`config.mk`:
```
export PLATFORM = sky130hd
export DESIGN_NAME = ntm_vector_multiplier_top
export DESIGN_NICKNAME = d
export VERILOG_FILES = /design/src/design/ntm_vector_pkg.sv /design/src/design/ntm_scalar_multiplication.sv /design/src/design/ntm_result_fifo.sv /design/src/design/ntm_vector_multiplication.sv /design/src/design/ntm_vector_multiplier_top.sv
export VERILOG_INCLUDE_DIRS = /design/src /design/src/include
export SDC_FILE = /design/constraint.sdc
export NUM_CORES = 1
export LEC_CHECK = 0
export ABC_AREA = 1
export ABC_CLOCK_PERIOD_IN_PS = 4600
export BUFFER_PORTS_ARGS = -buffer_cell sky130_fd_sc_hd__buf_2
export CAP_MARGIN = 30
export CORE_ASPECT_RATIO = 1.25
export CORE_MARGIN = 2
export CORE_UTILIZATION = 55
export CTS_CLUSTER_DIAMETER = 100
export DETAILED_ROUTE_END_ITERATION = 7
export PLACE_DENSITY = 0.77
export REMOVE_ABC_BUFFERS = 1
export SLEW_MARGIN = 20
export SYNTH_ARGS = -nofsm -noshare
export SYNTH_HDL_FRONTEND = slang
export SYNTH_SLANG_ARGS = --single-unit
```
`constraint.sdc`:
```
create_clock -name CLK -period 4.6 [get_ports CLK]
set_clock_uncertainty 0.15 [all_clocks]
set_input_delay 1.15 -clock CLK [delete_from_list [all_inputs] [get_ports CLK]]
set_output_delay 1.15 -clock CLK [all_outputs]
set_load 0.01 [all_outputs]
```
`src/include/ntm_vector_defines.svh`:
```
`ifndef NTM_VECTOR_DEFINES_SVH
`define NTM_VECTOR_DEFINES_SVH

// Operand, modulus and result width
`define NTM_DATA_WIDTH 16
// Row count and row length counters
`define NTM_COUNT_WIDTH 8
// Result buffer pointer width, depth is a power of two
`define NTM_FIFO_ADDR_WIDTH 2

// Result beat order, msb first: data, row_end, last
`endif

```
`src/design/ntm_vector_pkg.sv`:
```
`include "ntm_vector_defines.svh"

package ntm_vector_pkg;

  ////////////////////////////////////////////////////////////
  // Sizes
  ////////////////////////////////////////////////////////////

  localparam int DATA_WIDTH      = `NTM_DATA_WIDTH;
  localparam int COUNT_WIDTH     = `NTM_COUNT_WIDTH;
  localparam int FIFO_ADDR_WIDTH = `NTM_FIFO_ADDR_WIDTH;
  localparam int FIFO_DEPTH      = 1 << FIFO_ADDR_WIDTH;

  // Multiplier step counter, one step per bit of b
  localparam int STEP_WIDTH = $clog2(DATA_WIDTH);
  localparam logic [STEP_WIDTH-1:0] LAST_STEP = STEP_WIDTH'(DATA_WIDTH - 1);

  ////////////////////////////////////////////////////////////
  // Types
  ////////////////////////////////////////////////////////////

  // Controller, outer loop over rows and inner loop over scalars
  typedef enum logic [2:0] {
    STARTER      = 3'd0,
    INPUT_VECTOR = 3'd1,
    INPUT_SCALAR = 3'd2,
    MULTIPLY     = 3'd3,
    ENDER        = 3'd4
  } ctrl_state_t;

  // Iterative multiplier
  typedef enum logic [1:0] {
    IDLE = 2'd0,
    RUN  = 2'd1,
    DONE = 2'd2
  } mult_state_t;

  // Job configuration
  typedef struct packed {
    logic [DATA_WIDTH-1:0]  modulo;
    logic [COUNT_WIDTH-1:0] size;
    logic [COUNT_WIDTH-1:0] length;
  } mult_config_t;

  // One result entry
  typedef struct packed {
    logic [DATA_WIDTH-1:0] data;
    logic                  row_end;
    logic                  last;
  } mult_result_t;

endpackage

```
`src/design/ntm_scalar_multiplication.sv`:
```
`timescale 1ns/1ns

module ntm_scalar_multiplication (
  input  logic                              CLK,
  input  logic                              RST,
  input  logic                              start,
  input  logic [ntm_vector_pkg::DATA_WIDTH-1:0] a,
  input  logic [ntm_vector_pkg::DATA_WIDTH-1:0] b,
  input  logic [ntm_vector_pkg::DATA_WIDTH-1:0] modulo,
  output logic                              done,
  output logic [ntm_vector_pkg::DATA_WIDTH-1:0] product
);

  ////////////////////////////////////////////////////////////
  // Signals
  ////////////////////////////////////////////////////////////

  ntm_vector_pkg::mult_state_t state;
  logic [ntm_vector_pkg::STEP_WIDTH-1:0] step;

  // Latched operands, b shifts left one bit per step
  logic [ntm_vector_pkg::DATA_WIDTH-1:0] a_q;
  logic [ntm_vector_pkg::DATA_WIDTH-1:0] b_q;
  logic [ntm_vector_pkg::DATA_WIDTH-1:0] m_q;

  // Two spare bits, partial value stays below 3 times the modulus
  logic [ntm_vector_pkg::DATA_WIDTH+1:0] acc;
  logic [ntm_vector_pkg::DATA_WIDTH+1:0] acc_dbl;
  logic [ntm_vector_pkg::DATA_WIDTH+1:0] acc_sum;
  logic [ntm_vector_pkg::DATA_WIDTH+1:0] acc_sub;
  logic [ntm_vector_pkg::DATA_WIDTH+1:0] acc_next;
  logic [ntm_vector_pkg::DATA_WIDTH+1:0] m_ext;

  ////////////////////////////////////////////////////////////
  // One shift-and-add step
  ////////////////////////////////////////////////////////////

  always_comb begin
    m_ext   = {2'b00, m_q};
    acc_dbl = {acc[ntm_vector_pkg::DATA_WIDTH:0], 1'b0};
    // Add a when the current msb of b is set
    acc_sum = b_q[ntm_vector_pkg::DATA_WIDTH-1] ? acc_dbl + {2'b00, a_q} : acc_dbl;
    // Up to two subtractions bring it back below m
    acc_sub  = (acc_sum >= m_ext) ? acc_sum - m_ext : acc_sum;
    acc_next = (acc_sub >= m_ext) ? acc_sub - m_ext : acc_sub;
  end

  ////////////////////////////////////////////////////////////
  // Control
  ////////////////////////////////////////////////////////////

  always_ff @(posedge CLK or posedge RST) begin
    if (RST) begin
      state <= ntm_vector_pkg::IDLE;
      step  <= '0;
    end else begin
      case (state)
        ntm_vector_pkg::IDLE: begin
          if (start) begin
            step  <= '0;
            state <= ntm_vector_pkg::RUN;
          end
        end
        ntm_vector_pkg::RUN: begin
          step <= step + 1'b1;
          // DATA_WIDTH steps, then hold the product one cycle
          if (step == ntm_vector_pkg::LAST_STEP) begin
            state <= ntm_vector_pkg::DONE;
          end
        end
        ntm_vector_pkg::DONE: begin
          state <= ntm_vector_pkg::IDLE;
        end
        default: begin
          state <= ntm_vector_pkg::IDLE;
        end
      endcase
    end
  end

  // Operands and accumulator
  always_ff @(posedge CLK) begin
    if (state == ntm_vector_pkg::IDLE && start) begin
      a_q <= a;
      b_q <= b;
      m_q <= modulo;
      acc <= '0;
    end else if (state == ntm_vector_pkg::RUN) begin
      acc <= acc_next;
      b_q <= {b_q[ntm_vector_pkg::DATA_WIDTH-2:0], 1'b0};
    end
  end

  // Result valid for exactly one cycle
  assign done    = (state == ntm_vector_pkg::DONE);
  assign product = acc[ntm_vector_pkg::DATA_WIDTH-1:0];

endmodule

```
`src/design/ntm_result_fifo.sv`:
```
`timescale 1ns/1ns

module ntm_result_fifo (
  input  logic                         CLK,
  input  logic                         RST,
  // Write side
  input  logic                         push,
  input  ntm_vector_pkg::mult_result_t push_result,
  output logic                         full,
  // Read side
  output logic                         out_valid,
  output ntm_vector_pkg::mult_result_t out_result,
  input  logic                         out_ready
);

  ////////////////////////////////////////////////////////////
  // Storage and pointers
  ////////////////////////////////////////////////////////////

  ntm_vector_pkg::mult_result_t mem [ntm_vector_pkg::FIFO_DEPTH];

  logic [ntm_vector_pkg::FIFO_ADDR_WIDTH-1:0] wr_ptr;
  logic [ntm_vector_pkg::FIFO_ADDR_WIDTH-1:0] rd_ptr;
  // One extra bit so a full buffer is distinct from empty
  logic [ntm_vector_pkg::FIFO_ADDR_WIDTH:0]   count;

  logic pop;

  assign pop       = out_valid && out_ready;
  assign out_valid = (count != '0);
  // Depth is a power of two, so the top bit means full
  assign full      = count[ntm_vector_pkg::FIFO_ADDR_WIDTH];
  // Head entry straight from storage
  assign out_result = mem[rd_ptr];

  ////////////////////////////////////////////////////////////
  // Pointer and occupancy update
  ////////////////////////////////////////////////////////////

  always_ff @(posedge CLK or posedge RST) begin
    if (RST) begin
      wr_ptr <= '0;
      rd_ptr <= '0;
      count  <= '0;
    end else begin
      // Pointers wrap on their own width
      if (push) begin
        wr_ptr <= wr_ptr + 1'b1;
      end
      if (pop) begin
        rd_ptr <= rd_ptr + 1'b1;
      end
      // Push with pop keeps the count
      if (push && !pop) begin
        count <= count + 1'b1;
      end else if (pop && !push) begin
        count <= count - 1'b1;
      end
    end
  end

  // Writer checks full before pushing
  always_ff @(posedge CLK) begin
    if (push) begin
      mem[wr_ptr] <= push_result;
    end
  end

endmodule

```
`src/design/ntm_vector_multiplication.sv`:
```
`timescale 1ns/1ns

module ntm_vector_multiplication (
  input  logic                                  CLK,
  input  logic                                  RST,
  // Job control
  input  logic                                  start,
  input  ntm_vector_pkg::mult_config_t          job_config,
  output logic                                  busy,
  output logic                                  done,
  // Operand stream
  input  logic                                  in_valid,
  input  logic [ntm_vector_pkg::DATA_WIDTH-1:0] in_data,
  output logic                                  in_ready,
  // Result buffer side
  output logic                                  push,
  output ntm_vector_pkg::mult_result_t          push_result,
  input  logic                                  full
);

  ////////////////////////////////////////////////////////////
  // Signals
  ////////////////////////////////////////////////////////////

  ntm_vector_pkg::ctrl_state_t state;

  // Outer and inner loop indices
  logic [ntm_vector_pkg::COUNT_WIDTH-1:0] vec_idx;
  logic [ntm_vector_pkg::COUNT_WIDTH-1:0] sca_idx;

  ntm_vector_pkg::mult_config_t cfg_q;
  logic [ntm_vector_pkg::DATA_WIDTH-1:0] prod_q;

  // Multiplier interface
  logic                                  mul_start;
  logic [ntm_vector_pkg::DATA_WIDTH-1:0] mul_a;
  logic [ntm_vector_pkg::DATA_WIDTH-1:0] mul_b;
  logic [ntm_vector_pkg::DATA_WIDTH-1:0] mul_modulo;
  logic                                  mul_done;
  logic [ntm_vector_pkg::DATA_WIDTH-1:0] mul_product;

  logic row_end;
  logic job_end;
  logic beat;

  ////////////////////////////////////////////////////////////
  // Handshake decode
  ////////////////////////////////////////////////////////////

  assign in_ready = (state == ntm_vector_pkg::INPUT_VECTOR) ||
                    (state == ntm_vector_pkg::INPUT_SCALAR);
  assign beat     = in_valid && in_ready;
  assign busy     = (state != ntm_vector_pkg::STARTER);

  // Loop end flags
  assign row_end = (sca_idx == cfg_q.length - 1'b1);
  assign job_end = row_end && (vec_idx == cfg_q.size - 1'b1);

  // Push only while the buffer has room
  assign push                = (state == ntm_vector_pkg::ENDER) && !full;
  assign push_result.data    = prod_q;
  assign push_result.row_end = row_end;
  assign push_result.last    = job_end;

  assign mul_modulo = cfg_q.modulo;

  ////////////////////////////////////////////////////////////
  // FSM
  ////////////////////////////////////////////////////////////

  always_ff @(posedge CLK or posedge RST) begin
    if (RST) begin
      state     <= ntm_vector_pkg::STARTER;
      vec_idx   <= '0;
      sca_idx   <= '0;
      mul_start <= 1'b0;
      done      <= 1'b0;
    end else begin
      // Single cycle strobes
      mul_start <= 1'b0;
      done      <= 1'b0;
      case (state)
        ntm_vector_pkg::STARTER: begin
          if (start) begin
            vec_idx <= '0;
            sca_idx <= '0;
            state   <= ntm_vector_pkg::INPUT_VECTOR;
          end
        end
        ntm_vector_pkg::INPUT_VECTOR: begin
          // First beat of a row is x
          if (beat) begin
            state <= ntm_vector_pkg::INPUT_SCALAR;
          end
        end
        ntm_vector_pkg::INPUT_SCALAR: begin
          if (beat) begin
            mul_start <= 1'b1;
            state     <= ntm_vector_pkg::MULTIPLY;
          end
        end
        ntm_vector_pkg::MULTIPLY: begin
          if (mul_done) begin
            state <= ntm_vector_pkg::ENDER;
          end
        end
        ntm_vector_pkg::ENDER: begin
          // Hold here with the result while the buffer is full
          if (!full) begin
            if (job_end) begin
              done  <= 1'b1;
              state <= ntm_vector_pkg::STARTER;
            end else if (row_end) begin
              vec_idx <= vec_idx + 1'b1;
              sca_idx <= '0;
              state   <= ntm_vector_pkg::INPUT_VECTOR;
            end else begin
              sca_idx <= sca_idx + 1'b1;
              state   <= ntm_vector_pkg::INPUT_SCALAR;
            end
          end
        end
        default: begin
          state <= ntm_vector_pkg::STARTER;
        end
      endcase
    end
  end

  // Configuration, row element, scalar and product
  always_ff @(posedge CLK) begin
    if (state == ntm_vector_pkg::STARTER && start) begin
      cfg_q <= job_config;
    end
    if (state == ntm_vector_pkg::INPUT_VECTOR && beat) begin
      mul_a <= in_data;
    end
    if (state == ntm_vector_pkg::INPUT_SCALAR && beat) begin
      mul_b <= in_data;
    end
    if (state == ntm_vector_pkg::MULTIPLY && mul_done) begin
      prod_q <= mul_product;
    end
  end

  ////////////////////////////////////////////////////////////
  // Multiplier
  ////////////////////////////////////////////////////////////

  ntm_scalar_multiplication u_scalar_mult (
    .CLK     (CLK),
    .RST     (RST),
    .start   (mul_start),
    .a       (mul_a),
    .b       (mul_b),
    .modulo  (mul_modulo),
    .done    (mul_done),
    .product (mul_product)
  );

endmodule

```
`src/design/ntm_vector_multiplier_top.sv`:
```
`timescale 1ns/1ns

module ntm_vector_multiplier_top (
  input  logic                                  CLK,
  input  logic                                  RST,
  // Job control
  input  logic                                  start,
  input  ntm_vector_pkg::mult_config_t          job_config,
  output logic                                  busy,
  output logic                                  done,
  // Operand stream
  input  logic                                  in_valid,
  input  logic [ntm_vector_pkg::DATA_WIDTH-1:0] in_data,
  output logic                                  in_ready,
  // Result stream
  output logic                                  out_valid,
  output ntm_vector_pkg::mult_result_t          out_result,
  input  logic                                  out_ready
);

  // Controller to buffer
  logic                         push;
  ntm_vector_pkg::mult_result_t push_result;
  logic                         full;

  // Producer, walks rows and drives the multiplier
  ntm_vector_multiplication u_ctrl (
    .CLK         (CLK),
    .RST         (RST),
    .start       (start),
    .job_config  (job_config),
    .busy        (busy),
    .done        (done),
    .in_valid    (in_valid),
    .in_data     (in_data),
    .in_ready    (in_ready),
    .push        (push),
    .push_result (push_result),
    .full        (full)
  );

  // Buffer against output back-pressure
  ntm_result_fifo u_fifo (
    .CLK         (CLK),
    .RST         (RST),
    .push        (push),
    .push_result (push_result),
    .full        (full),
    .out_valid   (out_valid),
    .out_result  (out_result),
    .out_ready   (out_ready)
  );

endmodule

```
==> results.toml, run 1 <==
[clock_tree]
htreeDepth = 1
cts_buffer_depth = 3
clk_latency_ns = 0.53
cts_tree = "done"
cts_sinks = 251
numCtsBuffers = 24
cts_root_buf = "clkbuf_16"
clk_pin_slew_ns = 0.07

[worst_setup_path]
cpMostUsedCell = "nand2_2"
crit_buf_inv = 4
worstPathArrival_ns = 5.58
cp-end-kind = "register"
crit_fanout = 5
cp_slowest_stage_delay_ns = 0.41
start_kind = "register"
critPathKind = "reg -> reg"
critPathTopFamily = "simple AND/OR/NAND/NOR gates"
worstPathRequired_ns = 4.91
cpMaxStageDelayCell = "edfxtp_1"

[global_route]
track_usage = 0.263
antenna_found_initial = 0
grt_pass1_vias = 10700
grt_max_degree = 48
overflow = 0
grt_pass1_wl_mm = 51.7

[synthesis]
synth_mux_area_frac = 0.000873
ys_async_sr_fraction = 0.135
synth_xor_area_frac = 0.0489
synth-compound-area-share = 0.0738
yosys.area_share.simple = 0.199
synth-seq-area-share = 0.558
synth_top_family_by_area = "simple AND/OR/NAND/NOR gates"
netlist_area_sq_mm = 0.0129
synth_seq_cells = 251
synth_cell_type_count = 49
synth_edf_count = 200
ys.flop_type = "edfxtp_1"
synth_warnings = 0
synthCells = 1350
avgSynthCellArea_sq_um = 9.56
synthAdderAreaFrac = 0.0615

[timing]
rsz0062_at_grt = "true"
timing.final.ws_setup_ns = -0.670
finalCriticalPeriod_ns = 5.27
finalSetupViolations = 17
fmax_mhz = 190
hold_violations = 0
worst_pin_slew_ns = 0.700
hold_slack_ns = 0.267
period_share = 1.15
slew_violations = 0
slew_headroom = 0.533

[flow_run]
maxCapViolations = 0

[route]
first_pass_iters = 5
viasPerCell = 5.45
ant_nets = 0
drt_wl_total_mm = 33.2
wl_per_cell_um = 16.9
vias = 10700
first_iter_violations = 565
drc = 0

[place]
dp.cells = 1872
dpl.hpwl_mm = 21.9
io_buffers = 74
place.gp.congestion = 0.892
pre_cts_ws_ns = -0.809

[finish]
area_delta_synth_final_pct = 33.3
final_layout_size_suffix_gt1_frac = 0.321
nNetsFinal = 1771
layout_common_cells = "nand2_1, buf_4, edfxtp_1, inv_1, nor2_1"
final_common_cell = "nand2_1"
final_cells = 1963
diodes = 0
postLayoutCoreUtil = 0.746

[floorplan]
io_pins = 75
rows = 62
die_w_um = 141
die_h_um = 175
core_area_sq_mm = 0.0230
start_util = 0.560
die-area_sq_mm = 0.0247

[outcome]
violations = "setup timing"
status = "complete, but fails checks"

[min_path]
hp-class = "reg -> reg"
what timing repair did:
action                     4_1_cts  5_1_grt
gates resized for setup        121       94
setup buffers                   29       15
setup endpoints to repair       17       17
hold buffers                     0        0
gates cloned                     4        0
pin swaps                       26       59
cell type report:
type / instances / area, sq um
Sequential cell: 251 / 7200
Multi-Input combinational cell: 907 / 5970
Fill cell: 1490 / 5840
Timing Repair Buffer: 308 / 2220
Clock buffer: 32 / 693
Inverter: 165 / 629
Tap cell: 288 / 360
Clock inverter: 12 / 124
logic make-up (layout without fill, tap and decap cells):
family | Yosys count | after routing
adder cells (fa/ha/maj) | 61 | 61
flip-flops | 251 | 251
AO/OA/AOI/OAI | 173 | 173
XOR/XNOR | 72 | 72
AND/OR/NAND/NOR | 598 | 600
buffers and inverters | 194 | 517
multiplexers | 1 | 1
through the flow:
| stage | cell area [sq um] | TNS [ns] |
|---|---|---|
| CTS | 16700 | -6.39 |
| detailed placement | 15000 | -12.91 |
| floorplan | 12800 | -8.50 |
| global placement | 15000 | -10.96 |
| global route | 17200 | -14.61 |
| finish | 17200 | -11.07 |
per-layer routing:
metal,share of wire,up-vias,wire length [um],track usage
li1,-,5152,-,-
met1,0.37,5078,12400,0.290
met2,0.52,348,17200,0.488
met3,0.049,129,1610,0.0341
met4,0.060,0,1980,0.145
met5,0,-,0,0
cell usage after synthesis, types with 2 or more instances:
master    instances  area [sq um]
a21boi_0          3          22.5
a21oi_1          45           225
a31oi_1           2          12.5
and2_1            2          12.5
buf_2             7          35.0
clkbuf_1         20          75.1
clkinv_1          2          7.51
dfrtp_1          34           851
dfxtp_1          17           340
edfxtp_1        200          6010
fa_1              4          80.1
ha_1             57           713
inv_1           162           608
nand2_1         324          1220
nand2_2           8          50.1
nand2_4           3          33.8
nand3_1          99           495
nand3b_1          5          37.5
nand4_1          11          68.8
nor2_1          109           409
nor2_2            4          25.0
nor3_1           17          85.1
nor4_1            3          18.8
o21a_1            7          52.6
o21ai_0          78           390
o21ai_1           7          35.0
o21bai_1          5          37.5
o22ai_1          18           113
o31ai_1           2          15.0
or2_2             6          37.5
xnor2_1          29           254
xor2_1           43           377
state kept, by name (all words and copies together) (netlist names), 16 cells and up:
signal                    cells
u_ctrl.mul_b                 16
u_ctrl.u_scalar_mult.acc     17
u_ctrl.mul_modulo            16
u_ctrl.u_scalar_mult.a_q     16
u_ctrl.prod_q                16
u_ctrl.u_scalar_mult.m_q     16
u_ctrl.cfg_q                 16
u_fifo.mem                   72
u_ctrl.mul_a                 16
u_ctrl.u_scalar_mult.b_q     16
path summary, 6_finish.rpt:
path                            slack (ns)                                   from  cells past startpoint                                         to
max in group asynchronous             3.41                                    RST                      3              u_ctrl.vec_idx[1]$_DFFE_PP0P_
worst min register to register        0.27              u_ctrl.mul_a[8]$_DFFE_PP_                      0      u_ctrl.u_scalar_mult.a_q[8]$_DFFE_PP_
min in group asynchronous             0.56                                    RST                      3              u_ctrl.sca_idx[1]$_DFFE_PP0P_
worst max register to register       -0.67  u_ctrl.u_scalar_mult.a_q[1]$_DFFE_PP_                     36  u_ctrl.u_scalar_mult.acc[16]$_SDFFE_PP0P_
worst min-delay path                  0.27              u_ctrl.mul_a[8]$_DFFE_PP_                      0      u_ctrl.u_scalar_mult.a_q[8]$_DFFE_PP_
worst max-delay path                 -0.67  u_ctrl.u_scalar_mult.a_q[1]$_DFFE_PP_                     36  u_ctrl.u_scalar_mult.acc[16]$_SDFFE_PP0P_
Power of run 1 is left out: the tool's default activity adds up to more than one toggle a clock period on the data nets, which glitch-free logic cannot reach.
==> run 2, diff against run 1 <==
--- a/config.mk
+++ b/config.mk
@@ -15,9 +15,11 @@
 export CORE_UTILIZATION = 55
 export CTS_CLUSTER_DIAMETER = 100
 export DETAILED_ROUTE_END_ITERATION = 7
+export GPL_ROUTABILITY_DRIVEN = 0
 export PLACE_DENSITY = 0.77
 export REMOVE_ABC_BUFFERS = 1
 export SLEW_MARGIN = 20
 export SYNTH_ARGS = -nofsm -noshare
 export SYNTH_HDL_FRONTEND = slang
+export SYNTH_HIERARCHICAL = 1
 export SYNTH_SLANG_ARGS = --single-unit
==> constraint.sdc (replaced) <==
create_clock -name CLK -period 4.6 [get_ports CLK]
set_clock_uncertainty 0.15 [all_clocks]
set_input_delay 0.92 -clock CLK [delete_from_list [all_inputs] [get_ports CLK]]
set_output_delay 0.92 -clock CLK [all_outputs]
set_load 0.01 [all_outputs]
==> run 2 against run 1 <==
Net effect: the flow still finishes with violations (setup timing); die area increased by 3.3%; non-clock buffer count is 33 lower; core utilization decreased by 3.0 points; setup slack got worse by 0.63 ns; cell count is 1.0% higher; highest routed layer unchanged; register-to-register slack worse by 0.63 ns; worst hold slack got worse by 0.10 ns; wire length up 12%; critical path depth shrank 5; first-iteration DRC count is 96% higher.
==> results.toml, run 2 <==
[floorplan]
die_h_um = 178
die-area_sq_mm = 0.0255
die_w_um = 143
io_pins = 75
core_area_sq_mm = 0.0238
rows = 63
start_util = 0.560

[synthesis]
yosysTopAreaCell = "edfxtp_1"
synth_seq_cells = 251
avgSynthCellArea_sq_um = 9.64
netlist_area_sq_mm = 0.0133
synth_cell_type_count = 57
synth-seq-area-share = 0.540
synth_warnings = 6
synth_area_leaders = "edfxtp_1, nand2_1, dfrtp_1"
ys_async_sr_fraction = 0.135
synth_commonest_cells = "nand2_1, edfxtp_1, inv_1"
synth_edf_count = 200
synth_top_area_share = 0.450
synthCells = 1383
ys.flop_type = "edfxtp_1"
synth.most_common_cell = "nand2_1"

[timing]
worst_pin_slew_ns = 0.847
finalSetupViolations = 17
finalCriticalPeriod_ns = 5.90
slew_violations = 0
hold_violations = 0
rsz0062_at_grt = "true"
period_share = 1.28
fin_tns_setup_ns = -20.32
fmax_mhz = 169
slew_headroom = 0.435
timing.final.ws_setup_ns = -1.30

[worst_setup_path]
critPathKind = "reg -> reg"
cp-end-kind = "register"
start_kind = "register"
worstPathRequired_ns = 4.95
critPathTopFamily = "compound AO/OA/AOI/OAI gates"
crit_fanout = 6
crit_buf_inv = 4
cpMaxStageDelayCell = "edfxtp_1"
cp_slowest_stage_delay_ns = 0.43
cpMostUsedCell = "a21oi_4"
worstPathArrival_ns = 6.25

[global_route]
grt_max_degree = 48
grt_pass1_vias = 10500
track_usage = 0.247
overflow = 0
antenna_found_initial = 1
grt_pass1_wl_mm = 49.9

[route]
first_pass_iters = 6
viasPerCell = 5.73
wl_met3_mm = 3.20
ant_nets = 0
first_iter_violations = 1106
drc = 0
vias = 11400
drt_wl_total_mm = 37.4
routedLengthMet1_mm = 12.9
wl_per_cell_um = 18.8
wl_met2_mm = 18.5
routed.top_layer = "met4"

[clock_tree]
cts_buffer_depth = 3
htreeDepth = 1
cts_root_buf = "clkbuf_16"
cts_sinks = 251
numCtsBuffers = 25
cts_tree = "done"
clk_pin_slew_ns = 0.07
clk_latency_ns = 0.55

[finish]
layout_common_cells = "nand2_1, edfxtp_1, buf_4, inv_1, buf_2"
final_layout_size_suffix_gt1_frac = 0.307
largest_registers = "u_fifo/mem x72, u_ctrl/u_scalar_mult/acc x17"
nNetsFinal = 1752
largest_register_ffs = 72
postLayoutCoreUtil = 0.716
fillers = 1550
final_common_cell = "nand2_1"
area_delta_synth_final_pct = 27.8
top_register = "u_fifo/mem"

[outcome]
status = "complete, but fails checks"
violations = "setup timing"

[place]
dpl.hpwl_mm = 20.4
io_buffers = 74

[flow_run]
maxCapViolations = 0

[min_path]
hp-class = "in -> async"
run 2: cell types whose count changed in the layout (fill, tap and decap cells not counted), sizes merged, moves of 4 or more:
cell	delta
inv	+14
o22ai	-18
o21ai	-15
nand2	+81
nor3	-14
nand3b	+7
buf	-33
nand4	+7
nor2	-30
a21oi	+5
xor2	-14
o211ai	+36
o21a	-4
nand3	-39
run 2: logic make-up after synthesis:
| family | share of synthesized area |
|---|---|
| buffers and inverters | 0.0771 |
| AO/OA/AOI/OAI | 0.0869 |
| flip-flops | 0.540 |
| adder cells (fa/ha/maj) | 0.0595 |
| XOR/XNOR | 0.0378 |
| AND/OR/NAND/NOR | 0.199 |
run 2: what timing repair did:
item | 4_1_cts | 5_1_grt
hold buffers | 0 | 0
gates resized for setup | 92 | 89
setup buffers | 33 | 19
setup endpoints to repair | 17 | 17
pin swaps | 47 | 75
gates cloned | 4 | 0
run 2: final cells by class:
class / instances / area [sq um] / share of cell area
Sequential cell: 251 / 7200 / 0.422
Multi-Input combinational cell: 908 / 5920 / 0.347
Timing Repair Buffer: 275 / 1920 / 0.113
Clock buffer: 31 / 689 / 0.0404
Inverter: 176 / 676 / 0.0396
Tap cell: 325 / 407 / 0.0239
Clock inverter: 15 / 224 / 0.0131
Timing Repair inverter: 1 / 6.26 / 0.000367
Antenna cell: 1 / 2.50 / 0.000147
run 2: metal layers:
metal	global-route usage	vias up
met4	0.138	0
met2	0.445	703
met5	0	-
li1	-	5106
met1	0.282	5302
met3	0.0317	247
run 2: path summary, 6_finish.rpt:
path,endpoint,slack [ns],start,depth (start not counted)
max,u_ctrl/u_scalar_mult/acc[8]$_SDFFE_PP0P_,-1.30,u_ctrl/u_scalar_mult/a_q[7]$_DFFE_PP_,31
min,u_ctrl/u_scalar_mult/step[1]$_DFFE_PP0P_,0.17,RST,2
min in group CLK,u_ctrl/u_scalar_mult/a_q[7]$_DFFE_PP_,0.27,u_ctrl/mul_a[7]$_DFFE_PP_,0
min reg2reg,u_ctrl/u_scalar_mult/a_q[7]$_DFFE_PP_,0.27,u_ctrl/mul_a[7]$_DFFE_PP_,0
max in group asynchronous,u_ctrl/mul_start$_DFF_PP0_,3.34,RST,2
max reg2reg,u_ctrl/u_scalar_mult/acc[8]$_SDFFE_PP0P_,-1.30,u_ctrl/u_scalar_mult/a_q[7]$_DFFE_PP_,31
run 2: per-stage QoR:
step	setup WS (ns)	hold slack, ns	cell area, sq um	cells
floorplan	-0.643	0.250	13000	1332
global placement	-0.925	0.251	14900	1880
detailed placement	-1.20	0.255	14900	1880
CTS	-0.513	0.169	16500	1963
global route	-1.33	0.177	17000	1983
finish	-1.30	0.166	17000	1983
Power of run 2 is left out for the same reason.
==> run 3, diff against run 2 <==
--- a/config.mk
+++ b/config.mk
@@ -13,9 +13,11 @@
 export CORE_ASPECT_RATIO = 1.25
 export CORE_MARGIN = 2
 export CORE_UTILIZATION = 55
+export CTS_BUF_LIST = sky130_fd_sc_hd__clkbuf_4
 export CTS_CLUSTER_DIAMETER = 100
 export DETAILED_ROUTE_END_ITERATION = 7
 export GPL_ROUTABILITY_DRIVEN = 0
+export GPL_TIMING_DRIVEN = 0
 export PLACE_DENSITY = 0.77
 export REMOVE_ABC_BUFFERS = 1
 export SLEW_MARGIN = 20
@@ -23,3 +25,4 @@
 export SYNTH_HDL_FRONTEND = slang
 export SYNTH_HIERARCHICAL = 1
 export SYNTH_SLANG_ARGS = --single-unit
+export TNS_END_PERCENT = 100
==> run 3 against run 2 <==
Net effect: the flow still finishes with violations (setup timing); global-route usage fell by 2.1 points; clock-buffer cell count rose by 56; sequential share of layout area grew 3.3 points; worst hold slack better by 0.037 ns; via count decreased by 8.0%; register-to-register slack better by 0.15 ns; cell count is 3.7% lower; non-clock buffer count decreased by 139; largest cell class unchanged.
==> results.toml, run 3 (synthesized netlist as in run 2, its figures left out) <==
[floorplan]
io_pins = 75
die-area_sq_mm = 0.0255
start_util = 0.560
core_area_sq_mm = 0.0238
die_h_um = 178
rows = 63
die_w_um = 143

[timing]
fmax_mhz = 174
rsz0062_at_grt = "true"
slew_headroom = 0.442
hold_slack_ns = 0.203
timing.final.ws_setup_ns = -1.15
slew_violations = 0
finalSetupViolations = 17
worst_pin_slew_ns = 0.835
hold_violations = 0
period_share = 1.25
finalCriticalPeriod_ns = 5.75

[finish]
largest_registers = "u_fifo/mem x72, u_ctrl/u_scalar_mult/acc x17"
area_delta_synth_final_pct = 18.7
final_common_cell = "nand2_1"
postLayoutCoreUtil = 0.665
top_register = "u_fifo/mem"
nNetsFinal = 1649
final_cells = 1909
largest_register_ffs = 72
layout_common_cells = "nand2_1, edfxtp_1, inv_1, clkbuf_4, buf_2"
final_layout_size_suffix_gt1_frac = 0.267

[min_path]
hp-class = "reg -> reg"

[clock_tree]
cts_tree = "done"
clk_latency_ns = 0.73
cts_sinks = 251
cts_buffer_depth = 3
htreeDepth = 2
cts_root_buf = "clkbuf_4"
numCtsBuffers = 59
clk_pin_slew_ns = 0.07

[place]
io_buffers = 74
pre_cts_ws_ns = -1.65
dp.cells = 1735
dpl.hpwl_mm = 18.6

[route]
wl_per_cell_um = 16.2
drt_wl_total_mm = 30.8
viasPerCell = 5.47
first_iter_violations = 774
first_pass_iters = 6
ant_nets = 0
drc = 0
vias = 10400

[global_route]
grt_max_degree = 76
grt_pass1_vias = 10100
antenna_found_initial = 1
overflow = 0
track_usage = 0.226
grt_pass1_wl_mm = 46.0

[worst_setup_path]
start_kind = "register"
worstPathArrival_ns = 6.19
crit_fanout = 7
critPathKind = "reg -> reg"
worstPathRequired_ns = 5.05
cpMostUsedCell = "nand2_1"
cp_slowest_stage_delay_ns = 0.46
cpMaxStageDelayCell = "dfxtp_1"
cp-end-kind = "register"

[outcome]
status = "complete, but fails checks"
violations = "setup timing"

[flow_run]
maxCapViolations = 0
-- run 3: repair_timing --
| item | CTS | global route |
|---|---|---|
| endpoints found under the setup margin | 17 | 17 |
| endpoints found under the hold margin | 9 | 0 |
| gates resized for setup | 112 | 61 |
| cloned | 5 | 1 |
| buffers inserted | 35 | 22 |
| hold buffers | 1 | 0 |
| pin swaps | 51 | 50 |
-- run 3: routing by layer --
layer  track usage  vias up  routed length (um)
li1              -     4945                   -
met1         0.253     4836               11300
met2         0.404      496               15600
met3        0.0413      168                2150
met4         0.125        0                1830
met5             0        -                   0
-- run 3: through the flow --
step / instance area, sq um / setup TNS [ns]
final: 15800 / -18.70
after global routing: 15800 / -20.83
after CTS: 15400 / -10.82
after detailed placement: 13800 / -27.40
after global placement: 13700 / -38.55
after floorplan: 13000 / -10.77
-- run 3: path summary, 6_finish.rpt --
kind	depth (start not counted)	slack, ns	end	start
worst max-delay path	29	-1.15	u_ctrl/u_scalar_mult/acc[4]$_SDFFE_PP0P_	u_ctrl/u_scalar_mult/acc[3]$_SDFFE_PP0P_
worst min-delay path	0	0.20	u_ctrl/u_scalar_mult/m_q[13]$_DFFE_PP_	u_ctrl/mul_modulo[13]$_DFFE_PP_
worst max register to register	29	-1.15	u_ctrl/u_scalar_mult/acc[4]$_SDFFE_PP0P_	u_ctrl/u_scalar_mult/acc[3]$_SDFFE_PP0P_
worst min register to register	0	0.20	u_ctrl/u_scalar_mult/m_q[13]$_DFFE_PP_	u_ctrl/mul_modulo[13]$_DFFE_PP_
max in group asynchronous	3	2.99	u_ctrl/sca_idx[3]$_DFFE_PP0P_	RST
min in group asynchronous	3	0.55	u_ctrl/u_scalar_mult/step[3]$_DFFE_PP0P_	RST
-- run 3: cell type report --
cell class                      count  area (sq um)
Clock buffer                       87           653
Inverter                          176           676
Fill cell                        1792          7980
Timing Repair inverter              2          18.8
Sequential cell                   251          7210
Antenna cell                        1          2.50
Multi-Input combinational cell    909          5850
Clock inverter                     22          98.8
Timing Repair Buffer              136           910
Tap cell                          325           407
-- run 3: worst max-delay path: cells and delay by family, from the launching register on --
kind	cells	cell delay [ns]
xor gates and xnor gates	2	0.39
buffers and inverters	4	0.42
adders and majority gates	3	0.96
and+or+nand+nor	14	1.75
AOI/OAI and AO/OA	6	1.49
DFF	1	0.46
Power of run 3 is left out for the same reason.
